`src/hdl/fetch_pkg.sv`:
```
package fetch_pkg;

    // ==============================
    // sizes and constants
    // ==============================
    // word address width of the instruction memory, 1024 words
    localparam int IMEM_AW = 10;
    // halfword slots in the fetch queue
    localparam int FIFO_SLOTS = 5;
    // addi x0, x0, 0
    localparam logic [31:0] NOP_INSTR = 32'h0000_0013;
    // byte address bit, set for registers, clear for memory window
    localparam int WB_REG_SPACE = 12;

    // ==============================
    // enums
    // ==============================
    // register word offsets, taken from adr[3:2]
    typedef enum logic [1:0] {
        REG_CTRL    = 2'd0,
        REG_BOOT_PC = 2'd1,
        REG_STATUS  = 2'd2
    } wb_reg_e;

    // fill control of the halfword queue
    typedef enum logic [1:0] {
        FILL_IDLE,
        FILL_RUN,
        FILL_SKIP_HI
    } fifo_state_e;

    // ==============================
    // bundles
    // ==============================
    typedef struct packed {
        logic        cyc;
        logic        stb;
        logic        we;
        logic [31:0] adr;
        logic [31:0] dat;
        logic [3:0]  sel;
    } wb_m2s_t;

    typedef struct packed {
        logic        ack;
        logic [31:0] dat;
    } wb_s2m_t;

    // branch target or run start target
    typedef struct packed {
        logic        valid;
        logic [31:0] pc;
    } redirect_t;

    // loader write port, be is the byte mask from sel
    typedef struct packed {
        logic               en;
        logic [IMEM_AW-1:0] addr;
        logic [3:0]         be;
        logic [31:0]        data;
    } imem_wr_t;

    typedef struct packed {
        logic        valid;
        logic [31:0] pc;
        logic [31:0] instr;
        logic        compressed;
    } fetch_out_t;

endpackage

```
`src/hdl/fetch_stage.sv`:
```
module fetch_stage (
    input  logic                   clk,
    input  logic                   reset_i,
    input  logic                   run_i,
    input  logic [31:0]            boot_pc_i,
    input  logic                   enable_i,
    input  logic                   flush_i,
    input  fetch_pkg::redirect_t   branch_i,
    input  logic [31:0]            head_i,
    input  logic [2:0]             count_i,
    input  logic [31:0]            head_pc_i,
    output fetch_pkg::redirect_t   redirect_o,
    output logic [1:0]             drain_o,
    output fetch_pkg::fetch_out_t  out_o
);

    logic run_q;
    logic start;
    logic is_c;
    // a whole instruction sits at the head
    logic have;

    // run edge detect
    always_ff @(posedge clk) begin
        if (reset_i) begin
            run_q <= 1'b0;
        end else begin
            run_q <= run_i;
        end
    end

    // ==============================
    // redirect
    // ==============================
    // run start wins over a branch in the same cycle
    assign start            = run_i && !run_q;
    assign redirect_o.valid = start || (branch_i.valid && run_q);
    assign redirect_o.pc    = start ? boot_pc_i : branch_i.pc;

    // ==============================
    // instruction and drain
    // ==============================
    // low bits 11 mark a 32 bit instruction
    assign is_c = (head_i[1:0] != 2'b11);
    assign have = run_q && ((count_i >= 3'd2) || (count_i == 3'd1 && is_c));

    always_comb begin
        out_o.pc         = head_pc_i;
        out_o.compressed = is_c;
        out_o.instr      = is_c ? {16'd0, head_i[15:0]} : head_i;
        out_o.valid      = have && !redirect_o.valid;
        drain_o          = 2'd0;
        if (redirect_o.valid) begin
            // branch takes the cycle, no output
            out_o.valid = 1'b0;
        end else if (flush_i) begin
            // bubble into decode, queue untouched
            out_o.valid      = run_q;
            out_o.instr      = fetch_pkg::NOP_INSTR;
            out_o.compressed = 1'b0;
        end else if (enable_i && have) begin
            drain_o = is_c ? 2'd1 : 2'd2;
        end
    end

endmodule

```
`config.mk`:
```
export PLATFORM = sky130hd
export DESIGN_NAME = fetch_stage
export DESIGN_NICKNAME = d
export VERILOG_FILES = /design/src/hdl/fetch_pkg.sv /design/src/hdl/fetch_stage.sv
export SDC_FILE = /design/constraint.sdc
export NUM_CORES = 1
export LEC_CHECK = 0
export ABC_CLOCK_PERIOD_IN_PS = 1300
export BUFFER_PORTS_ARGS = -buffer_cell sky130_fd_sc_hd__buf_2
export CAP_MARGIN = 40
export CORE_AREA = 2 2 93 95
export DETAILED_ROUTE_END_ITERATION = 8
export DIE_AREA = 0 0 95 97
export HOLD_SLACK_MARGIN = 0.05
export PLACE_DENSITY_LB_ADDON = 0.12
export SLEW_MARGIN = 30
export SYNTH_ARGS = -nofsm -noshare
export SYNTH_HDL_FRONTEND = slang
export SYNTH_SLANG_ARGS = --single-unit
```
`constraint.sdc`:
```
create_clock -name clk -period 1.3 [get_ports clk]
set_input_delay 0.13 -clock clk [delete_from_list [all_inputs] [get_ports clk]]
set_output_delay 0.13 -clock clk [all_outputs]
set_load 0.05 [all_outputs]
```
==> metrics.md <==
| Metric | Value |
|---|---|
| Endpoints failing setup | `23` |
| Synth area leader | `mux2_4` |
| Initial Util | `between 15 and 20%` |
| Layout cells sized above 1 | `just over 90%` |
| Crit path time final | `roughly 1.3 ns` |
| LEAKAGE | `between 0.001 and 0.0015 µW` |
| Core footprint | `approximately 8000 µm²` |
| Buf+Inv Stages, Crit Path | `2` |
| Syn Nets | `~280` |
| WL met3 | `roughly 640 µm` |
| Status | `finished, violations left` |
| Critical path capture point type | `output pin` |
| Flops & latches, synth | `1` |
| Final hold vios | `0` |
| Routed wl met2 | `between 2 and 3 mm` |
| Worst VDD drop | `around 0.00020 V` |
| DRC | `0` |
| Drt wl/cell | `~14 µm` |
| Synth area leaders | `mux2_4 36%, buf_4 19%, a21boi_0 8.5%` |
| Unrepaired setup endpoints after global routing | `true` |
| Reg with most FFs | `run_q` |
| Vias per cell | `between 4 and 5` |
| Met1 Wirelength | `1.859 mm` |
| Drt initial violations | `8` |
| ANT nets after route | `0` |
| CP required | `around 1.2 ns` |
| Port buffer count | `about 170` |
| Max transition margin | `about 78%` |
| CP delay by family, top | `flip-flops` |
| Die Height | `around 97 µm` |
| Worst Hold Class | `primary input to output pin` |
| Slowest-stage cell, CP | `dfxtp_4` |
| Critical Path AT | `between 1 and 1.5 ns` |
| Worst Tran Pin Value | `between 0.3 and 0.4 ns` |
| Max reg flops | `1` |
| Num rows | `33` |
| Fin crit share | `100.9%` |
| Final #Nets | `428` |
| Commonest non-fill, non-tap cell in the layout | `buf_2` |
| Failing checks | `negative setup slack` |
| Drt total wl | `between 5 and 6 mm` |
| Vias in the first global route | `about 1.6k` |
| Max Cap Viol | `0` |
| Via count | `roughly 1.6k` |
| # hold bufs at CTS | `0` |
| Distinct cells, synth | `24` |
| Drt pass-1 iters | `4` |
| Max Slew Vio Count | `0` |
| Largest net degree at the start of global routing | `24` |
| Die Wd | `between 90 and 100 µm` |
| First-pass GRT wire length | `7.866 mm` |
| Crit-path cells | `nand2b_4 -> buf_12 -> mux2_4 -> buf_6` |
| Fin Setup TNS | `-0.1031 ns` |
| Gpl congestion | `between 0.7 and 0.8` |
| Gr usage total | `about a tenth` |
| Startpoint Class | `flop` |
| Cells after synthesis | `between 100 and 150` |
| Biggest regs | `run_q: 1 flops` |
| Hold WS | `approximately 0.26 ns` |
| I/O pin total | `around 240` |
| Pwr Density | `around 560 nW/µm²` |
| Worst-path clk slew | `0 ns` |
| Crit-path max FO | `10` |
| Avg Cell Area, Syn | `just under 9 µm²` |
| Mapped Area | `1235 µm²` |
| Utilization after layout | `around a third` |
| Top cell type's share of synthesized area | `36.47%` |
| Die footprint | `9215 µm²` |
| Max Freq | `between 0.7 and 0.8 GHz` |
| Slowest stage delay, CP | `between 0.3 and 0.4 ns` |
| Initial antenna violation count | `0` |
| Detailed placement HPWL | `approximately 4.4 mm` |
| Most frequent cells in the layout | `109 x buf_2, 58 x buf_6, 31 x mux2_4, 16 x nand3_1, 13 x buf_4` |
| Area delta synth->final | `130.9%` |
| Sequential element share of the synthesized area | `approximately 1.6%` |
| N_diodes | `0` |
| WS Path Type | `flop to output pin` |
| Max layer used | `met4` |
| Grt total ovfl | `0` |
| Synth warn | `0` |
| Worst setup margin | `-0.01205 ns` |
[area by class of cell]
type,instances,area [µm²]
fill,827,5283
timing repair buffer,195,1587
multi-input combinational,92,1106
tap,105,131.4
sequential,1,23.77
inverter,1,3.754
[worst paths after layout]
path	from	endpoint	slack, ns	depth (start not counted)
setup / recovery	run_q$_SDFF_PP0_	redirect_o[3]	-0.01	4
hold / removal	head_pc_i[4]	out_o[37]	0.26	0
[logic make-up after synthesis]
logic type,synth area share (%)
buffers and inverters,29.18
AOI/OAI and AO/OA,19.55
muxes,39.41
and+or+nand+nor,10.23
DFF,1.621
[per-stage QoR]
stage               power [µW]  area (µm²)  setup WS (ns)  instances
detailed placement        1379        2376        -0.1487        391
global placement          1382        2376        -0.1340        391
global route              1677        2851       -0.05674        394
finish                    1607        2851       -0.01205        394
CTS                       1563        2728       -0.02654        393
floorplan                 1236        1454        -0.1165        141
[cells in the mapped netlist]
cell type,n
buf_6,1
nand4bb_1,1
inv_1,1
buf_2,2
a22oi_1,1
nor2b_1,2
mux2i_2,1
o211ai_1,1
o41a_1,1
buf_4,32
dfxtp_1,1
buf_12,3
a21oi_1,16
a21boi_0,14
nand2b_4,1
mux2_2,2
a211oi_1,1
mux2_4,30
clkbuf_2,1
a21o_1,3
nand3_1,16
clkbuf_1,8
nor3_1,1
nor2_1,1
[what timing repair did]
item                                    4_1_cts  5_1_grt
setup buffers                                 2        0
endpoints found under the setup margin       62       62
resized for setup                           112       23
pin swaps                                     0        0
endpoints found under the hold margin         0        0
gates cloned                                  0        1
[metal layers]
layer / vias to the layer above / track usage [%]
li1: 767 / -
met1: 721 / 11.40
met2: 122 / 18.93
met3: 12 / 2.804
met4: 0 / 1.561
met5: - / 0
[report_power, final]
group / internal, µW / leakage (µW) / total (µW) / switching [µW]
combinational: 698 / 0.00145 / 1570 / 874
clock: 0 / 0 / 0 / 0
sequential: 32.2 / 0.00000891 / 34.6 / 2.37
No activity file was read; power rests on OpenSTA's default activity.
