$ cat config.mk
export PLATFORM = sky130hd
export DESIGN_NAME = fetch_ctrl_regs
export DESIGN_NICKNAME = d
export VERILOG_FILES = /design/src/hdl/fetch_pkg.sv /design/src/hdl/fetch_ctrl_regs.sv
export SDC_FILE = /design/constraint.sdc
export NUM_CORES = 1
export LEC_CHECK = 0
export BUFFER_PORTS_ARGS = -buffer_cell sky130_fd_sc_hd__buf_2
export CORE_AREA = 10 10 117 119
export CTS_CLUSTER_SIZE = 12
export DETAILED_ROUTE_END_ITERATION = 8
export DIE_AREA = 0 0 127 129
export GPL_ROUTABILITY_DRIVEN = 0
export SETUP_SLACK_MARGIN = 0.3
export SYNTH_ARGS = -nofsm -noshare
export SYNTH_HDL_FRONTEND = slang
export SYNTH_SLANG_ARGS = --single-unit
$ cat constraint.sdc
create_clock -name clk -period 5.8 [get_ports clk]
set_clock_uncertainty 0.15 [all_clocks]
set_input_delay 1.16 -clock clk [delete_from_list [all_inputs] [get_ports clk]]
set_output_delay 1.16 -clock clk [all_outputs]
set_load 0.01 [all_outputs]
$ cat src/hdl/fetch_pkg.sv
package fetch_pkg;

    // ==============================
    // sizes and constants
    // ==============================
    // word address width of the instruction memory, 1024 words
    localparam int IMEM_AW = 10;
    // halfword slots in the fetch queue
    localparam int FIFO_SLOTS = 5;
    // addi x0, x0, 0
    localparam logic [31:0] NOP_INSTR = 32'h0000_0013;
    // byte address bit, set for registers, clear for memory window
    localparam int WB_REG_SPACE = 12;

    // ==============================
    // enums
    // ==============================
    // register word offsets, taken from adr[3:2]
    typedef enum logic [1:0] {
        REG_CTRL    = 2'd0,
        REG_BOOT_PC = 2'd1,
        REG_STATUS  = 2'd2
    } wb_reg_e;

    // fill control of the halfword queue
    typedef enum logic [1:0] {
        FILL_IDLE,
        FILL_RUN,
        FILL_SKIP_HI
    } fifo_state_e;

    // ==============================
    // bundles
    // ==============================
    typedef struct packed {
        logic        cyc;
        logic        stb;
        logic        we;
        logic [31:0] adr;
        logic [31:0] dat;
        logic [3:0]  sel;
    } wb_m2s_t;

    typedef struct packed {
        logic        ack;
        logic [31:0] dat;
    } wb_s2m_t;

    // branch target or run start target
    typedef struct packed {
        logic        valid;
        logic [31:0] pc;
    } redirect_t;

    // loader write port, be is the byte mask from sel
    typedef struct packed {
        logic               en;
        logic [IMEM_AW-1:0] addr;
        logic [3:0]         be;
        logic [31:0]        data;
    } imem_wr_t;

    typedef struct packed {
        logic        valid;
        logic [31:0] pc;
        logic [31:0] instr;
        logic        compressed;
    } fetch_out_t;

endpackage

$ cat src/hdl/fetch_ctrl_regs.sv
module fetch_ctrl_regs (
    input  logic                 clk,
    input  logic                 reset_i,
    input  fetch_pkg::wb_m2s_t   wb_i,
    output fetch_pkg::wb_s2m_t   wb_o,
    input  logic [2:0]           fill_i,
    output fetch_pkg::imem_wr_t  imem_wr_o,
    output logic                 run_o,
    output logic [31:0]          boot_pc_o
);

    // ==============================
    // wishbone handshake
    // ==============================
    logic ack_q;
    // set once acked, cleared when stb drops
    logic done_q;
    logic access;
    logic reg_space;
    logic run_q;
    logic [31:0] boot_pc_q;
    logic [31:0] rdat_q;
    fetch_pkg::wb_reg_e reg_sel;

    // one access per strobe
    assign access    = wb_i.cyc && wb_i.stb && !done_q;
    assign reg_space = wb_i.adr[fetch_pkg::WB_REG_SPACE];
    assign reg_sel   = fetch_pkg::wb_reg_e'(wb_i.adr[3:2]);

    always_ff @(posedge clk) begin
        if (reset_i) begin
            ack_q  <= 1'b0;
            done_q <= 1'b0;
        end else begin
            ack_q  <= access;
            done_q <= (wb_i.cyc && wb_i.stb) ? (done_q | access) : 1'b0;
        end
    end

    // ==============================
    // registers
    // ==============================
    always_ff @(posedge clk) begin
        if (reset_i) begin
            run_q     <= 1'b0;
            boot_pc_q <= '0;
        end else if (access && wb_i.we && reg_space) begin
            case (reg_sel)
                fetch_pkg::REG_CTRL: begin
                    if (wb_i.sel[0]) begin
                        run_q <= wb_i.dat[0];
                    end
                end
                fetch_pkg::REG_BOOT_PC: begin
                    for (int b = 0; b < 4; b++) begin
                        if (wb_i.sel[b]) begin
                            boot_pc_q[b*8 +: 8] <= wb_i.dat[b*8 +: 8];
                        end
                    end
                end
                default: begin
                end
            endcase
        end
    end

    // read data, memory window reads as zero
    always_ff @(posedge clk) begin
        if (access) begin
            rdat_q <= '0;
            if (reg_space) begin
                case (reg_sel)
                    fetch_pkg::REG_CTRL:    rdat_q <= {31'd0, run_q};
                    fetch_pkg::REG_BOOT_PC: rdat_q <= boot_pc_q;
                    // running plus fifo fill
                    fetch_pkg::REG_STATUS:  rdat_q <= {28'd0, fill_i, run_q};
                    default:                rdat_q <= '0;
                endcase
            end
        end
    end

    // ==============================
    // memory load window
    // ==============================
    // memory writes at the same edge as the ack
    assign imem_wr_o.en   = access && wb_i.we && !reg_space;
    assign imem_wr_o.addr = wb_i.adr[fetch_pkg::IMEM_AW+1:2];
    assign imem_wr_o.be   = wb_i.sel;
    assign imem_wr_o.data = wb_i.dat;

    assign wb_o.ack  = ack_q;
    assign wb_o.dat  = rdat_q;
    assign run_o     = run_q;
    assign boot_pc_o = boot_pc_q;

endmodule

==> out/metrics.csv <==
stage;metric;value;unit
drt;drt total wl;10100;um
min_path;Hold WC Path Type;flip-flop to flip-flop;
drt;ANT nets after route;0;
synth;syn_nets;370;
floorplan;Initial Util;27.3;%
status;outcome;finished clean;
grt;first-pass GRT wire length;15500;um
floorplan;I/O pins;189;
timing;RSZ-0062 raised after global routing;false;
synth;sequential area share after synthesis;53.7;%
drt;# DRC;0;
power_and_ir_drop;NetSw;274;uW
floorplan;CORE AREA;0.0113;mm2
setup_path;CP max FO;34;
grt;GR Overflow Total;0;
setup_path;CP endpoint kind;output pin;
timing;TNS Setup;0;ns
clock_network;post_cts resized;0;
synth;Mapped Area;0.00309;mm2
synth;number of flops mapped to enable cells by yosys;32;
power_and_ir_drop;Int Pwr;954;uW
setup_path;WP data required;4.49;ns
clock_network;Bufs on Longest Clock Path;2;
drt;drt pass-1 iters;4;
synth;synth cell count leaders;buf_4 (50), dfxtp_1 (35);
power_and_ir_drop;Power Dens Cells;313;mW/mm2
cells_and_area;Cell Count, Final, Fillers Out;533;
drt;vias;2595;
synth;simple-gate share of the synthesized area;15.8;%
synth;FF+latch count, synth;67;
clock_network;CTS sink cnt;67;
synth;dominant cell type by area after synthesis;edfxtp_1;
floorplan;Rows;39;
timing;Worst Max-Slew Pin Slew;0.975;ns
synth;syn avg cell area;10.5;um2
timing;maximum clock frequency;271;MHz
power_and_ir_drop;clock network power share;50.7;%
power_and_ir_drop;Leak;0.00173;uW
grt;pin count of the biggest net entering global routing;67;
clock_network;CTS Hold Buffers Added;0;
cells_and_area;share of cells above drive strength 1;44.4;%
synth;Yosys cell types;27;
timing;Max Slew Vio Count;0;
synth;Synth Instances;294;
setup_path;Worst EP arrival;2.38;ns
clock_network;number of setup buffers added after CTS;0;
synth;synth warn;0;
synth;main area contributors after synthesis;edfxtp_1 (31%), dfxtp_1 (23%), buf_4 (12%), o31ai_1 (7.8%), nand4_1 (6.5%);
synth;Synth Area in Compound Gates;14.4;%
grt;initial antenna violation count;0;
drt;post-DR vias/cell;4.87;
grt;total track usage;11.7;%
place;DP Wirelength;7230;um
floorplan;Die Span X;127;um
cells_and_area;post-route cell area;0.00392;mm2
cells_and_area;Antenna Cells;0;
floorplan;Die H;129;um
power_and_ir_drop;Seq pwr share;41.2;%
setup_path;CP startpoint kind;input pin;
synth;mux cell area share after synthesis;0;%
grt;vias in the first global route;2828;
power_and_ir_drop;worst vdd ir;0.143;mV
synth;Post-Synth Adder-Cell Area;0;%
clock_network;cts bufs inserted;9;
power_and_ir_drop;Net Sw Frac;22.3;%
timing;max_slew headroom;35.0;%
synth;largest family of logic cells by synthesized area;buffers and inverters;
clock_network;Root Driver;clkbuf_16;
job;Max Cap Viol;0;
power_and_ir_drop;Combinational Power Share;8.1;%
timing;setup violators final;0;
clock_network;H-tree lvl count;3;
cells_and_area;area delta synth->final;26.6;%
setup_path;Setup Crit Path Kind;input pin to output pin;
timing;minimum clock period;3.69;ns
timing;Tcrit/Tclk final;63.6;%
place;placed inst area;0.00357;mm2
floorplan;die area;0.0164;mm2
synth;Post-Synth XOR/XNOR Area;0;%
synth;Synth Flop Type;dfxtp_1;
clock_network;CTS tree;built;
clock_network;clk_lat worst skew;0.32;ns
place;Port-buffer cells;151;
cells_and_area;fin nets;461;
drt;initial DRC count;202;
synth;share of the synthesized area in the top cell type;31.1;%
drt;drt wl/cell;18.9;um
timing;Hold Vio Cnt, Final;0;
place;dpl cells;517;
synth;most common cell in the netlist;buf_4;
clock_network;Clock Pin Slew Worst Setup and Hold Paths;0.05;ns
synth;post-synthesis async set-or-reset flop share;0;%
[power by group through the flow]
stage | Combinational [uW] | Clock, uW | Sequential [uW]
global placement | 100 | 0 | 516
global route | 109 | 657 | 507
floorplan | 64.6 | 0 | 521
CTS | 102 | 642 | 506
finish | 98.9 | 622 | 506
detailed placement | 101 | 0 | 516
[path summary, 6_finish.rpt]
| check | end | slack [ns] | depth (start not counted) | startpoint |
|---|---|---|---|---|
| worst max-delay path | imem_wr_o[46] | 2.11 | 6 | wb_i[70] |
| worst min-delay path | boot_pc_o[9] | 0.33 | 2 | boot_pc_o[9] |
| worst max register to register | run_o | 3.25 | 5 | done_q |
| worst min register to register | boot_pc_o[9] | 0.33 | 2 | boot_pc_o[9] |
[layer usage]
| metal | up-vias | global-route usage [%] | wire [um] | part of all wire, % |
|---|---|---|---|---|
| met4 | 0 | 3.68 | 149 | 1.5 |
| met2 | 105 | 19.6 | 4900 | 49 |
| met3 | 15 | 4.60 | 760 | 7.6 |
| met1 | 1233 | 13.5 | 4250 | 42 |
| li1 | 1242 | - | - | - |
| met5 | - | 0 | 0 | 0 |
[sequential cells by signal (all words and copies together), names as in the netlist]
name and count:
run_o 1, ack_q 1, boot_pc_o 32, done_q 1, rdat_q 32
[critical path, cell delays in order]
cell and delay, ns:
buf_2 0.09, nand3b_2 0.63, inv_2 0.21, nand2_1 0.07, nor2_1 0.07, buf_2 0.14
[per-stage QoR]
stage / setup slack (ns) / utilization, % / total power [uW] / hold slack [ns]
after floorplan: 2.24 / - / 586 / 0.347
after global placement: 2.12 / 31.6 / 616 / 0.315
after detailed placement: 2.09 / 31.6 / 618 / 0.320
after CTS: 2.09 / 34.6 / 1250 / 0.332
after global routing: 1.94 / 34.6 / 1270 / 0.350
final: 2.11 / 34.6 / 1230 / 0.335
[cells by family (layout without fill, tap and decap cells)]
logic type             after synthesis  after routing
AOI/OAI and AO/OA                   70             70
DFF                                 67             67
buffers and inverters               80            176
and+or+nand+nor                     77             77
[final cells by class]
cell class,count,area [um2]
clock buffers,9,225
clock inverters,7,116
fillers,1189,7400
inverters,6,22.5
multi-input cells,147,933
flip-flops and latches,67,1660
well taps,143,179
repair buffers,154,778
[placed cells by master, fill, tap and decap left out, drive strengths merged, types with 2 or more instances in the layout]
master / count
nor2b: 4
buf: 154
nand2: 2
nor2: 3
nand3b: 2
and3: 28
nand4: 32
inv: 6
bufinv: 3
o31ai: 32
a21oi: 32
clkinv: 3
a22oi: 3
dfxtp: 35
clkbuf: 9
edfxtp: 32
No activity file was read; power rests on OpenSTA's default activity.
