## src/hdl/fetch_pkg.sv

```systemverilog
package fetch_pkg;

    // ==============================
    // sizes and constants
    // ==============================
    // word address width of the instruction memory, 1024 words
    localparam int IMEM_AW = 10;
    // halfword slots in the fetch queue
    localparam int FIFO_SLOTS = 5;
    // addi x0, x0, 0
    localparam logic [31:0] NOP_INSTR = 32'h0000_0013;
    // byte address bit, set for registers, clear for memory window
    localparam int WB_REG_SPACE = 12;

    // ==============================
    // enums
    // ==============================
    // register word offsets, taken from adr[3:2]
    typedef enum logic [1:0] {
        REG_CTRL    = 2'd0,
        REG_BOOT_PC = 2'd1,
        REG_STATUS  = 2'd2
    } wb_reg_e;

    // fill control of the halfword queue
    typedef enum logic [1:0] {
        FILL_IDLE,
        FILL_RUN,
        FILL_SKIP_HI
    } fifo_state_e;

    // ==============================
    // bundles
    // ==============================
    typedef struct packed {
        logic        cyc;
        logic        stb;
        logic        we;
        logic [31:0] adr;
        logic [31:0] dat;
        logic [3:0]  sel;
    } wb_m2s_t;

    typedef struct packed {
        logic        ack;
        logic [31:0] dat;
    } wb_s2m_t;

    // branch target or run start target
    typedef struct packed {
        logic        valid;
        logic [31:0] pc;
    } redirect_t;

    // loader write port, be is the byte mask from sel
    typedef struct packed {
        logic               en;
        logic [IMEM_AW-1:0] addr;
        logic [3:0]         be;
        logic [31:0]        data;
    } imem_wr_t;

    typedef struct packed {
        logic        valid;
        logic [31:0] pc;
        logic [31:0] instr;
        logic        compressed;
    } fetch_out_t;

endpackage

```

## src/hdl/fetch_halfword_fifo.sv

```systemverilog
module fetch_halfword_fifo (
    input  logic                          clk,
    input  logic                          reset_i,
    input  fetch_pkg::redirect_t          redirect_i,
    input  logic [1:0]                    drain_i,
    output logic                          mem_rd_en_o,
    output logic [fetch_pkg::IMEM_AW-1:0] mem_addr_o,
    input  logic [31:0]                   mem_data_i,
    output logic [31:0]                   head_o,
    output logic [2:0]                    count_o,
    output logic [31:0]                   head_pc_o
);

    // ==============================
    // state
    // ==============================
    // slot 0 is the oldest halfword
    logic [15:0] slot_q [fetch_pkg::FIFO_SLOTS];
    logic [15:0] slot_d [fetch_pkg::FIFO_SLOTS];
    logic [2:0] count_q;
    logic [2:0] count_d;
    // halfwords left after this cycle's drain
    logic [2:0] kept;
    // a word read is on its way back from memory
    logic inflight_q;
    // the read on its way only brings its upper halfword
    logic skip_q;
    fetch_pkg::fifo_state_e state_q;
    logic [fetch_pkg::IMEM_AW-1:0] word_addr_q;
    logic [31:0] head_pc_q;
    logic [15:0] in_lo;
    logic [2:0] n_in;
    logic rd_en;

    // ==============================
    // next slot contents
    // ==============================
    always_comb begin
        kept = count_q - {1'b0, drain_i};

        // issue when free slots after drain, less two for a pending read, are >= 2
        rd_en = (state_q != fetch_pkg::FILL_IDLE) && !redirect_i.valid &&
                (({1'b0, kept} + (inflight_q ? 4'd2 : 4'd0)) <=
                 4'(fetch_pkg::FIFO_SLOTS - 2));

        // first word after an odd target, low half is dropped
        in_lo = skip_q ? mem_data_i[31:16] : mem_data_i[15:0];
        n_in  = inflight_q ? (skip_q ? 3'd1 : 3'd2) : 3'd0;

        // shift out drained halfwords
        for (int i = 0; i < fetch_pkg::FIFO_SLOTS; i++) begin
            if (i + int'(drain_i) < fetch_pkg::FIFO_SLOTS) begin
                slot_d[i] = slot_q[i + int'(drain_i)];
            end else begin
                slot_d[i] = slot_q[i];
            end
        end

        // append arriving halfwords behind the kept ones
        if (inflight_q) begin
            for (int i = 0; i < fetch_pkg::FIFO_SLOTS; i++) begin
                if (i == int'(kept)) begin
                    slot_d[i] = in_lo;
                end else if (!skip_q && i == int'(kept) + 1) begin
                    slot_d[i] = mem_data_i[31:16];
                end
            end
        end

        count_d = kept + n_in;
    end

    // ==============================
    // control registers
    // ==============================
    always_ff @(posedge clk) begin
        if (reset_i) begin
            count_q     <= '0;
            inflight_q  <= 1'b0;
            skip_q      <= 1'b0;
            state_q     <= fetch_pkg::FILL_IDLE;
            word_addr_q <= '0;
            head_pc_q   <= '0;
        end else if (redirect_i.valid) begin
            // drop everything, including a read in flight
            count_q     <= '0;
            inflight_q  <= 1'b0;
            skip_q      <= 1'b0;
            word_addr_q <= redirect_i.pc[fetch_pkg::IMEM_AW+1:2];
            head_pc_q   <= {redirect_i.pc[31:1], 1'b0};
            // odd halfword target
            state_q     <= redirect_i.pc[1] ? fetch_pkg::FILL_SKIP_HI : fetch_pkg::FILL_RUN;
        end else begin
            count_q    <= count_d;
            inflight_q <= rd_en;
            head_pc_q  <= head_pc_q + {29'd0, drain_i, 1'b0};
            if (rd_en) begin
                skip_q      <= (state_q == fetch_pkg::FILL_SKIP_HI);
                word_addr_q <= word_addr_q + 1'b1;
                // only the first word after the redirect is trimmed
                if (state_q == fetch_pkg::FILL_SKIP_HI) begin
                    state_q <= fetch_pkg::FILL_RUN;
                end
            end
        end
    end

    // slot payload
    always_ff @(posedge clk) begin
        slot_q <= slot_d;
    end

    // ==============================
    // outputs
    // ==============================
    assign mem_rd_en_o = rd_en;
    assign mem_addr_o  = word_addr_q;
    assign head_o      = {slot_q[1], slot_q[0]};
    assign count_o     = count_q;
    assign head_pc_o   = head_pc_q;

endmodule

```

## config.mk

```make
export PLATFORM = sky130hd
export DESIGN_NAME = fetch_halfword_fifo
export DESIGN_NICKNAME = d
export VERILOG_FILES = /design/src/hdl/fetch_pkg.sv /design/src/hdl/fetch_halfword_fifo.sv
export SDC_FILE = /design/constraint.sdc
export NUM_CORES = 1
export LEC_CHECK = 0
export ABC_AREA = 1
export BUFFER_PORTS_ARGS = -buffer_cell sky130_fd_sc_hd__buf_2
export CAP_MARGIN = 20
export CORE_MARGIN = 2
export CORE_UTILIZATION = 25
export CTS_BUF_LIST = sky130_fd_sc_hd__clkbuf_4
export DETAILED_ROUTE_END_ITERATION = 16
export PLACE_DENSITY = 0.4
export SLEW_MARGIN = 20
export SYNTH_ARGS = -nofsm -noshare
export SYNTH_HDL_FRONTEND = slang
export SYNTH_SLANG_ARGS = --single-unit
```

## constraint.sdc

```tcl
create_clock -name clk -period 5.9 [get_ports clk]
set_input_delay 0.885 -clock clk [delete_from_list [all_inputs] [get_ports clk]]
set_output_delay 0.885 -clock clk [all_outputs]
set_load 0.03 [all_outputs]
```

==> metrics.cfg, run 1 <==
[grt]
grt_max_degree=78
track_usage=0.213
grt_pass1_vias=10000
antenna_found_initial=6
gr-total-overflow=0
grt_pass1_wl_um=60900

[worst_hold_path]
hold_end=head_pc_o[15]$_SDFF_PP0_
hp-start=redirect_i[15]
hp-class=in -> reg
holdPathStages=3

[timing]
max_slew_margin=0.251
min_period_over_period=0.729
min_period_ns=4.30
finalHoldViolCount=0
finClkSkew_ns=0.0202
tightest_slew_ns=1.12
setup_tns_ns=0
setup_viol=0
clock.fmax_mhz=233
finalMaxSlewViolations=0
rsz0062_at_grt=false

[drt]
wl_per_cell_um=19.4
drt-total-wl_um=40500
vias=10300
dr.pass1.iters=5
routed_via_density=4.93
antenna_left=0
drt_iter0_drc=696
drc_errors=0

[die]
die_area_um2=38100
io_pins=147
rows=70
core-area_um2=36300
die_w_um=195
initial_core_util=0.252
die_y_um=195

[cells_and_area]
ff_latch_area_um2=2560
fin_util=0.286
syn2layout_area_growth_pct=13.6
fillers=4155
drive_above_1_share=0.146
multi_input_area_um2=5380
stdcell_count=2083
stdcell_area_um2=10400
nNetsFinal=1680

[setup_path]
crit_start=drain_i[0]
worst_path_most_repeated_cell=inv_1
cp_cell_sequence=buf_4 > ha_1 > inv_1 > fa_1 > xor2_2 > nand3_2 > inv_1 > buf_2
required_ns=5.02
rr_startpoint=count_o[0]$_SDFF_PP0_
crit_path_end_kind=output port
cp_top_family=buffers and inverters
cp_max_fo=45
r2r_end=head_o[14]$_DFF_P_
critPathMaxStageDelay_ns=0.60
cpMaxStageDelayCell=xor2_2
crit_arrival_ns=3.41
reg2reg_depth=10
r2r_setup_slack_ns=2.42
path_buf_inv=4
crit_path_start_kind=primary input
path_class=in -> out

[clock_network]
cts-buffers-inserted=17
clkTransAtPathRegs_ns=0.12
tritoncts=built
cts.sinks=128
cts_root_buffer=clkbuf_4
cts.htree.levels=4
cts_setup_buffers=0
clk_latency_ns=0.59
post_cts_resized=0
cts_hold_buffers=0
clock_path_buffers=2

[logic_synthesis]
synth_edf_count=0
ys_warn_count=0
syn_area_per_cell_um2=6.00
async_flop_share=0
synthCells=1523
synth_xor_area_frac=0.00944
synth_seq_area_share=0.280
synth.distinct_cells=37
syn_nets=1605
ys_ff_latch=128
synth_compound_area_frac=0.231
synth-simple-area-share=0.326
synth_mux_area_frac=0
synth_top_family_by_area=simple AND/OR/NAND/NOR gates
synth-adder-area-share=0.0203
synth_ff_type=dfxtp_1
syn_area_um2=9140

[place]
placed_area_um2=10100
place_inst=2047
globalplace.congestion=0.840
portBuffers=144
hpwl_um=27400

[outcome]
status=completed

[job]
drv_cap=0

[power]
pwr-share-clk=0.271
p_leak_nw=4.73
p_switching_mw=1.09
switching_share=0.411
internal_power_mw=1.57
power_frac_comb=0.325
fin_total_pwr_mw=2.66
p_per_area_nw_per_um2=256
vdd_drop_max_v=0.000109
seq_power_share=0.404

==> sequential cells by signal (all words and copies together), names as in the netlist <==
register / flops
slot_q: 48
head_o: 32
head_pc_o: 31
mem_addr_o: 10
inflight_q: 1
skip_q: 1
state_q: 2
count_o: 3
==> synth_stat cells, drive strengths merged (4+ instances only) <==
cell type	n	area (um^2)
ha	10	125
o22ai	19	119
inv	158	593
a21boi	4	33.8
nor2	92	358
nand2	460	1740
o21ai	181	906
a21oi	88	448
buf	75	452
o31ai	4	30.0
dfxtp	128	2560
or2	10	62.6
clkbuf	41	154
nand4	4	25.0
xor2	6	60.1
a22oi	15	113
nand3	155	791
o211ai	58	435
==> logic make-up (layout without fill, tap and decap cells) <==
kind of cell / Yosys count / count (layout)
DFF: 128 / 128
other: 1 / 5
xor gates and xnor gates: 9 / 9
and+or+nand+nor: 722 / 722
adders and majority gates: 13 / 13
AOI/OAI and AO/OA: 373 / 373
buffers and inverters: 277 / 365
==> worst max path at each step <==
stage               depth (start not counted)  slack, ns                 end
CTS                                         8       1.56         mem_rd_en_o
floorplan                                   7       2.23         mem_rd_en_o
detailed placement                         10       1.38   head_o[5]$_DFF_P_
global placement                           10       1.40  head_o[14]$_DFF_P_
global route                                8       1.41         mem_rd_en_o
finish                                      8       1.60         mem_rd_en_o
==> power groups by stage <==
| stage | Sequential [mW] | Clock, mW | Combinational [mW] |
|---|---|---|---|
| 3_3_place_gp | 1.09 | 0 | 0.858 |
| 5_1_grt | 1.09 | 0.782 | 0.956 |
| 2_1_floorplan | 1.10 | 0 | 0.602 |
| 4_1_cts | 1.07 | 0.749 | 0.865 |
| 6_report | 1.07 | 0.721 | 0.863 |
| 3_5_place_dp | 1.09 | 0 | 0.863 |
==> metrics by stage <==
stage               hold slack, ns  worst slack [ns]
floorplan                    0.453              2.23
global placement             0.477              1.40
detailed placement           0.479              1.38
CTS                          0.428              1.56
global route                 0.461              1.41
finish                       0.491              1.60
==> per-layer routing <==
layer / global-route usage / wire length (um) / part of all wire
met1: 0.281 / 18500 / 0.46
met2: 0.348 / 18500 / 0.46
met5: 0 / 40 / 0.00099
met4: 0.0763 / 1000 / 0.025
met3: 0.0394 / 2390 / 0.059
==> worst register-to-register path, cell delays in order, from the launching register on <==
cell and delay (ns):
dfxtp_1 0.33, inv_1 0.05, ha_1 0.12, inv_1 0.05
fa_1 0.40, xor2_2 0.60, nand2_1 0.78, inv_2 0.70
a21oi_1 0.13, nand2_1 0.11, o21ai_0 0.09
==> area by class of cell <==
cell class                 instances  share of cell area
tap                              468              0.0564
clock buffer                      19              0.0137
timing repair buffer             172              0.0906
clock inverter                    13              0.0163
inverter                         161              0.0582
antenna                            4            0.000963
multi-input combinational       1118               0.517
sequential                       128               0.247
==> cell usage in the layout, fill, tap and decap left out, types with 4 or more instances in the layout <==
cell type    n
a22oi_1     15
inv_1      152
buf_2      143
buf_4       28
clkbuf_4    19
bufinv_16    4
diode_2      4
o211ai_1    58
nor2_2       7
nand4_1      4
o21ai_0    151
a21oi_1     86
o22ai_1     19
inv_2        5
nand2_1    455
clkinv_2     5
or2_2       10
nor2_1      85
clkinv_1     6
o21ai_1     30
nand3_1    152
o31ai_1      4
nand2_2      5
dfxtp_1    128
xor2_1       5
ha_1        10
Note: power is estimated with default switching activity, not from simulation.
==> run 2: changes to the inputs <==
clock period = 4.35 ns   (was 5.9 ns; I/O delays follow)
==> metrics.cfg, run 2 (synthesized netlist as in run 1, its figures left out) <==
[cells_and_area]
largest_reg_flops=48  ; unchanged
fillers=4152  ; -0.072%
largest-register=slot_q
drive_above_1_share=0.147  ; about the same
stdcell_count=2083  ; unchanged
nNetsFinal=1679  ; -0.060%
multi_input_area_um2=5370  ; about the same
stdcell_area_um2=10400  ; -0.37%
ff_latch_area_um2=2560  ; unchanged
final_common_cell=nand2_1
syn2layout_area_growth_pct=13.2
final_cell_mix=nand2_1, inv_1, nand3_1

[setup_path]
r2r_setup_slack_ns=1.13  ; -1.29 ns
reg2reg_depth=14  ; +4
worst_path_most_repeated_cell=inv_1
crit_path_end_kind=output port
rr_startpoint=count_o[0]$_SDFF_PP0_
crit_arrival_ns=2.77  ; -0.64 ns
cp_cell_sequence=buf_4 > ha_1 > inv_1 > fa_1 > a21oi_1 > nand3_2 > inv_1 > buf_2
required_ns=3.70  ; -1.32 ns
cp_max_fo=22  ; -51%
crit_path_start_kind=primary input
critPathMaxStageDelay_ns=0.56  ; -0.04 ns
path_class=in -> out
cpMaxStageDelayCell=fa_1
r2r_end=slot_q[27]$_DFF_P_

[power]
switching_share=0.432  ; +0.0220
internal_power_mw=1.97  ; +25%
seq_power_share=0.419  ; +0.015
power_frac_comb=0.327  ; +0.002
p_switching_mw=1.50  ; +37%
p_leak_nw=4.70  ; -0.59%
fin_total_pwr_mw=3.46  ; +30%
p_per_area_nw_per_um2=335  ; +31%
vdd_drop_max_v=0.000142  ; +30%
pwr-share-clk=0.254  ; -0.017

[die]
initial_core_util=0.252  ; unchanged
io_pins=147  ; unchanged
die_area_um2=38100  ; unchanged
die_w_um=195  ; unchanged
rows=70  ; unchanged
core-area_um2=36300  ; unchanged
die_y_um=195  ; unchanged

[timing]
rsz0062_at_grt=false
finalHoldViolCount=0  ; unchanged
finClkSkew_ns=0.0191  ; -0.00114 ns
setup_viol=0  ; unchanged
max_slew_margin=0.307  ; +0.0555
clock.fmax_mhz=292
finalMaxSlewViolations=0  ; unchanged
whs_ns=0.239  ; -0.252 ns
min_period_ns=3.43
min_period_over_period=0.787
setup_tns_ns=0  ; unchanged
tightest_slew_ns=1.04  ; -0.0832 ns

[drt]
dr.pass1.iters=5  ; unchanged
wl_per_cell_um=18.3  ; -5.7%
routed_via_density=4.89  ; -0.74%
drt_iter0_drc=949  ; +36%
vias=10200  ; -0.74%
drt-total-wl_um=38200  ; -5.7%
antenna_left=0  ; unchanged
drc_errors=0  ; unchanged

[grt]
track_usage=0.200  ; -0.0135
gr-total-overflow=0  ; unchanged
antenna_found_initial=8  ; +2
grt_pass1_wl_um=57700  ; -5.3%
grt_pass1_vias=9562  ; -4.6%
grt_max_degree=72  ; -7.7%

[clock_network]
post_cts_resized=0  ; unchanged
cts.htree.levels=4  ; unchanged
cts.sinks=128  ; unchanged
cts_root_buffer=clkbuf_4
clk_latency_ns=0.61  ; +0.02 ns
cts_setup_buffers=0  ; unchanged
clock_path_buffers=2  ; unchanged
cts_hold_buffers=0  ; unchanged
tritoncts=built
clkTransAtPathRegs_ns=0.14  ; +0.02 ns
cts-buffers-inserted=17  ; unchanged

[outcome]
status=completed

[place]
hpwl_um=27600  ; +0.90%
placed_area_um2=10000  ; -0.25%
portBuffers=144  ; unchanged
globalplace.congestion=0.791  ; -5.8%
place_inst=2045  ; -0.098%

[worst_hold_path]
holdPathStages=3  ; unchanged
hold_end=head_pc_o[15]$_SDFF_PP0_
hp-start=redirect_i[15]
hp-class=in -> reg

[job]
drv_cap=0  ; unchanged

==> run 2: cell count changes in the layout (fill, tap and decap cells not counted), sizes merged, moves of 2 or more <==
cell	previous run	this run
inv	157	164
bufinv	4	1
clkinv	12	9
clkbuf	19	17
==> run 2: metal layers <==
metal,routed length [um],vias to the layer above,track usage
li1,-,5141,-
met1,18200,4678,0.271
met2,16800,324,0.315
met3,2410,39,0.0484
met4,622,8,0.0534
met5,56,-,0
==> run 2: final cells by class <==
cell class              count  area share
clock buffers              17      0.0123
diodes                      5     0.00121
flip-flops and latches    128       0.248
repair buffers            171      0.0902
well taps                 468      0.0566
clock inverters            15      0.0147
multi-input cells        1118       0.519
inverters                 161      0.0584
==> run 2: worst max-delay path by stage <==
stage	startpoint	to	slack, ns
floorplan	drain_i[1]	slot_q[16]$_DFF_P_	1.05
global placement	drain_i[0]	slot_q[27]$_DFF_P_	0.52
detailed placement	drain_i[0]	slot_q[27]$_DFF_P_	0.49
CTS	count_o[0]$_SDFF_PP0_	mem_rd_en_o	0.84
global route	count_o[0]$_SDFF_PP0_	mem_rd_en_o	0.61
finish	drain_i[0]	mem_rd_en_o	0.92
==> run 2: metrics by stage <==
stage / setup slack [ns] / utilization
floorplan: 1.05 / -
global placement: 0.515 / 0.276
detailed placement: 0.487 / 0.276
CTS: 0.837 / 0.284
global route: 0.613 / 0.285
finish: 0.925 / 0.285
==> run 2: worst max-delay path, delay by kind of cell <==
kind                     cells  cell delay [ns]
AND/OR/NAND/NOR              1             0.25
adder cells (fa/ha/maj)      2             0.76
AO/OA/AOI/OAI                1             0.29
buffers and inverters        4             0.81
==> run 2: power groups by stage <==
stage	clock network, mW	logic (mW)	registers, mW
3_3_place_gp	0	1.12	1.48
5_1_grt	0.969	1.26	1.47
3_5_place_dp	0	1.13	1.48
4_1_cts	0.929	1.13	1.45
6_report	0.879	1.13	1.45
2_1_floorplan	0	0.816	1.49
==> run 3: changes to the inputs <==
clock period = 3.45 ns   (was 4.35 ns; I/O delays follow)
==> metrics.cfg, run 3 (synthesized netlist as in run 1, its figures left out) <==
[outcome]
status=completed

[timing]
finClkSkew_ns=0.0248  ; +0.00571 ns
finalMaxSlewViolations=0  ; unchanged
max_slew_margin=0.473  ; +0.167
rsz0062_at_grt=false
fin_ws_ns=0.278  ; -0.646 ns
setup_tns_ns=0  ; unchanged
min_period_over_period=0.919
clock.fmax_mhz=315
finalHoldViolCount=0  ; unchanged
min_period_ns=3.17
tightest_slew_ns=0.787  ; -0.252 ns
setup_viol=0  ; unchanged

[drt]
dr.pass1.iters=8  ; +3
wl_per_cell_um=18.2  ; -0.78%
drt_iter0_drc=752  ; -21%
top_layer=met5
drt-total-wl_um=38100  ; -0.12%
routed_via_density=4.85  ; -0.91%
drt-met1-wl_um=17800  ; -2.5%
met3_length_um=2240  ; -6.8%
wl_met2_um=17300  ; +2.7%
vias=10200  ; -0.25%
drc_errors=0  ; unchanged
antenna_left=0  ; unchanged

[clock_network]
cts_root_buffer=clkbuf_4
cts.htree.levels=4  ; unchanged
clk_latency_ns=0.61  ; about the same
cts-buffers-inserted=17  ; unchanged
cts.sinks=128  ; unchanged
cts_setup_buffers=0  ; unchanged
cts_hold_buffers=0  ; unchanged
post_cts_resized=0  ; unchanged
tritoncts=built
clkTransAtPathRegs_ns=0.14  ; about the same
clock_path_buffers=2  ; unchanged

[power]
vdd_drop_max_v=0.000198  ; +40%
fin_total_pwr_mw=4.61  ; +33%
p_per_area_nw_per_um2=438  ; +31%
p_leak_nw=4.80  ; +2.1%

[setup_path]
crit_path_start_kind=flip-flop
path_class=reg -> out
required_ns=2.93  ; -0.77 ns
crit_path_end_kind=output port
crit_arrival_ns=2.65  ; -0.12 ns
cp_max_fo=5  ; -77%

[cells_and_area]
stdcell_count=2097  ; +0.67%
syn2layout_area_growth_pct=15.1
final_cell_mix=nand2_1, inv_1, nand3_1
largest-register=slot_q
largest_reg_flops=48  ; unchanged
fin_util=0.290  ; +0.00482
drive_above_1_share=0.153  ; +0.00674
nNetsFinal=1694  ; +0.89%
final_common_cell=nand2_1

[grt]
gr-total-overflow=0  ; unchanged
antenna_found_initial=7  ; -1
grt_pass1_wl_um=58200  ; +0.86%
grt_max_degree=119  ; +65%
track_usage=0.201  ; +0.00103
grt_pass1_vias=9780  ; +2.3%

[die]
initial_core_util=0.252  ; unchanged
io_pins=147  ; unchanged
die_y_um=195  ; unchanged
core-area_um2=36300  ; unchanged
die_w_um=195  ; unchanged
die_area_um2=38100  ; unchanged
rows=70  ; unchanged

[place]
place_inst=2061  ; +0.78%
hpwl_um=28100  ; +1.9%
place_ws_ns=0.460  ; -0.0269 ns
globalplace.congestion=0.813  ; +2.8%
portBuffers=144  ; unchanged

[worst_hold_path]
hp-class=in -> reg

[job]
drv_cap=0  ; unchanged

-- run 3: cell count changes in the layout (fill, tap and decap cells not counted), sizes merged --
cell,delta
clkinvlp,+2
clkinv,-3
buf,+15
bufinv,+4
inv,-4
-- run 3: layer usage --
| layer | global-route usage | vias up |
|---|---|---|
| met5 | 0 | - |
| met4 | 0.0628 | 4 |
| met3 | 0.0411 | 49 |
| met2 | 0.327 | 304 |
| met1 | 0.266 | 4629 |
| li1 | - | 5179 |
-- run 3: layout make-up --
class / count / area (um^2)
clock buffer: 17 / 128
clock inverter: 14 / 213
sequential: 128 / 2560
fill: 4136 / 25800
inverter: 161 / 604
timing repair buffer: 186 / 1050
antenna: 5 / 12.5
multi-input combinational: 1118 / 5370
tap: 468 / 586
-- run 3: final timing paths --
kind / from / to / depth (start not counted) / slack [ns]
hold / removal: redirect_i[15] / head_pc_o[15]$_SDFF_PP0_ / 3 / 0.09
setup / recovery: count_o[0]$_SDFF_PP0_ / mem_rd_en_o / 9 / 0.28
setup reg to reg: count_o[0]$_SDFF_PP0_ / slot_q[27]$_DFF_P_ / 15 / 0.83
hold reg to reg: slot_q[6]$_DFF_P_ / slot_q[6]$_DFF_P_ / 2 / 0.50
-- run 3: worst max-delay path, cell delays in order, from the launching register on --
cell and delay [ns]:
dfxtp_1 0.35, inv_1 0.04, ha_1 0.16, inv_1 0.06, fa_1 0.42, buf_4 0.17
a21oi_1 0.27, nand3_2 0.13, inv_1 0.22, buf_2 0.25
-- run 3: report_power, final --
group          internal [mW]  total, mW  switching (mW)  leakage (nW)
Clock                  0.642       1.33           0.684         0.170
Sequential              1.66       1.83           0.165          1.06
Combinational          0.457       1.45           0.998          3.56
-- run 3: through the flow --
stage,area (um^2),hold WS [ns]
finish,10500,0.0948
global route,10500,0.0505
detailed placement,10200,0.476
global placement,10200,0.479
floorplan,9140,0.453
CTS,10500,0.0443
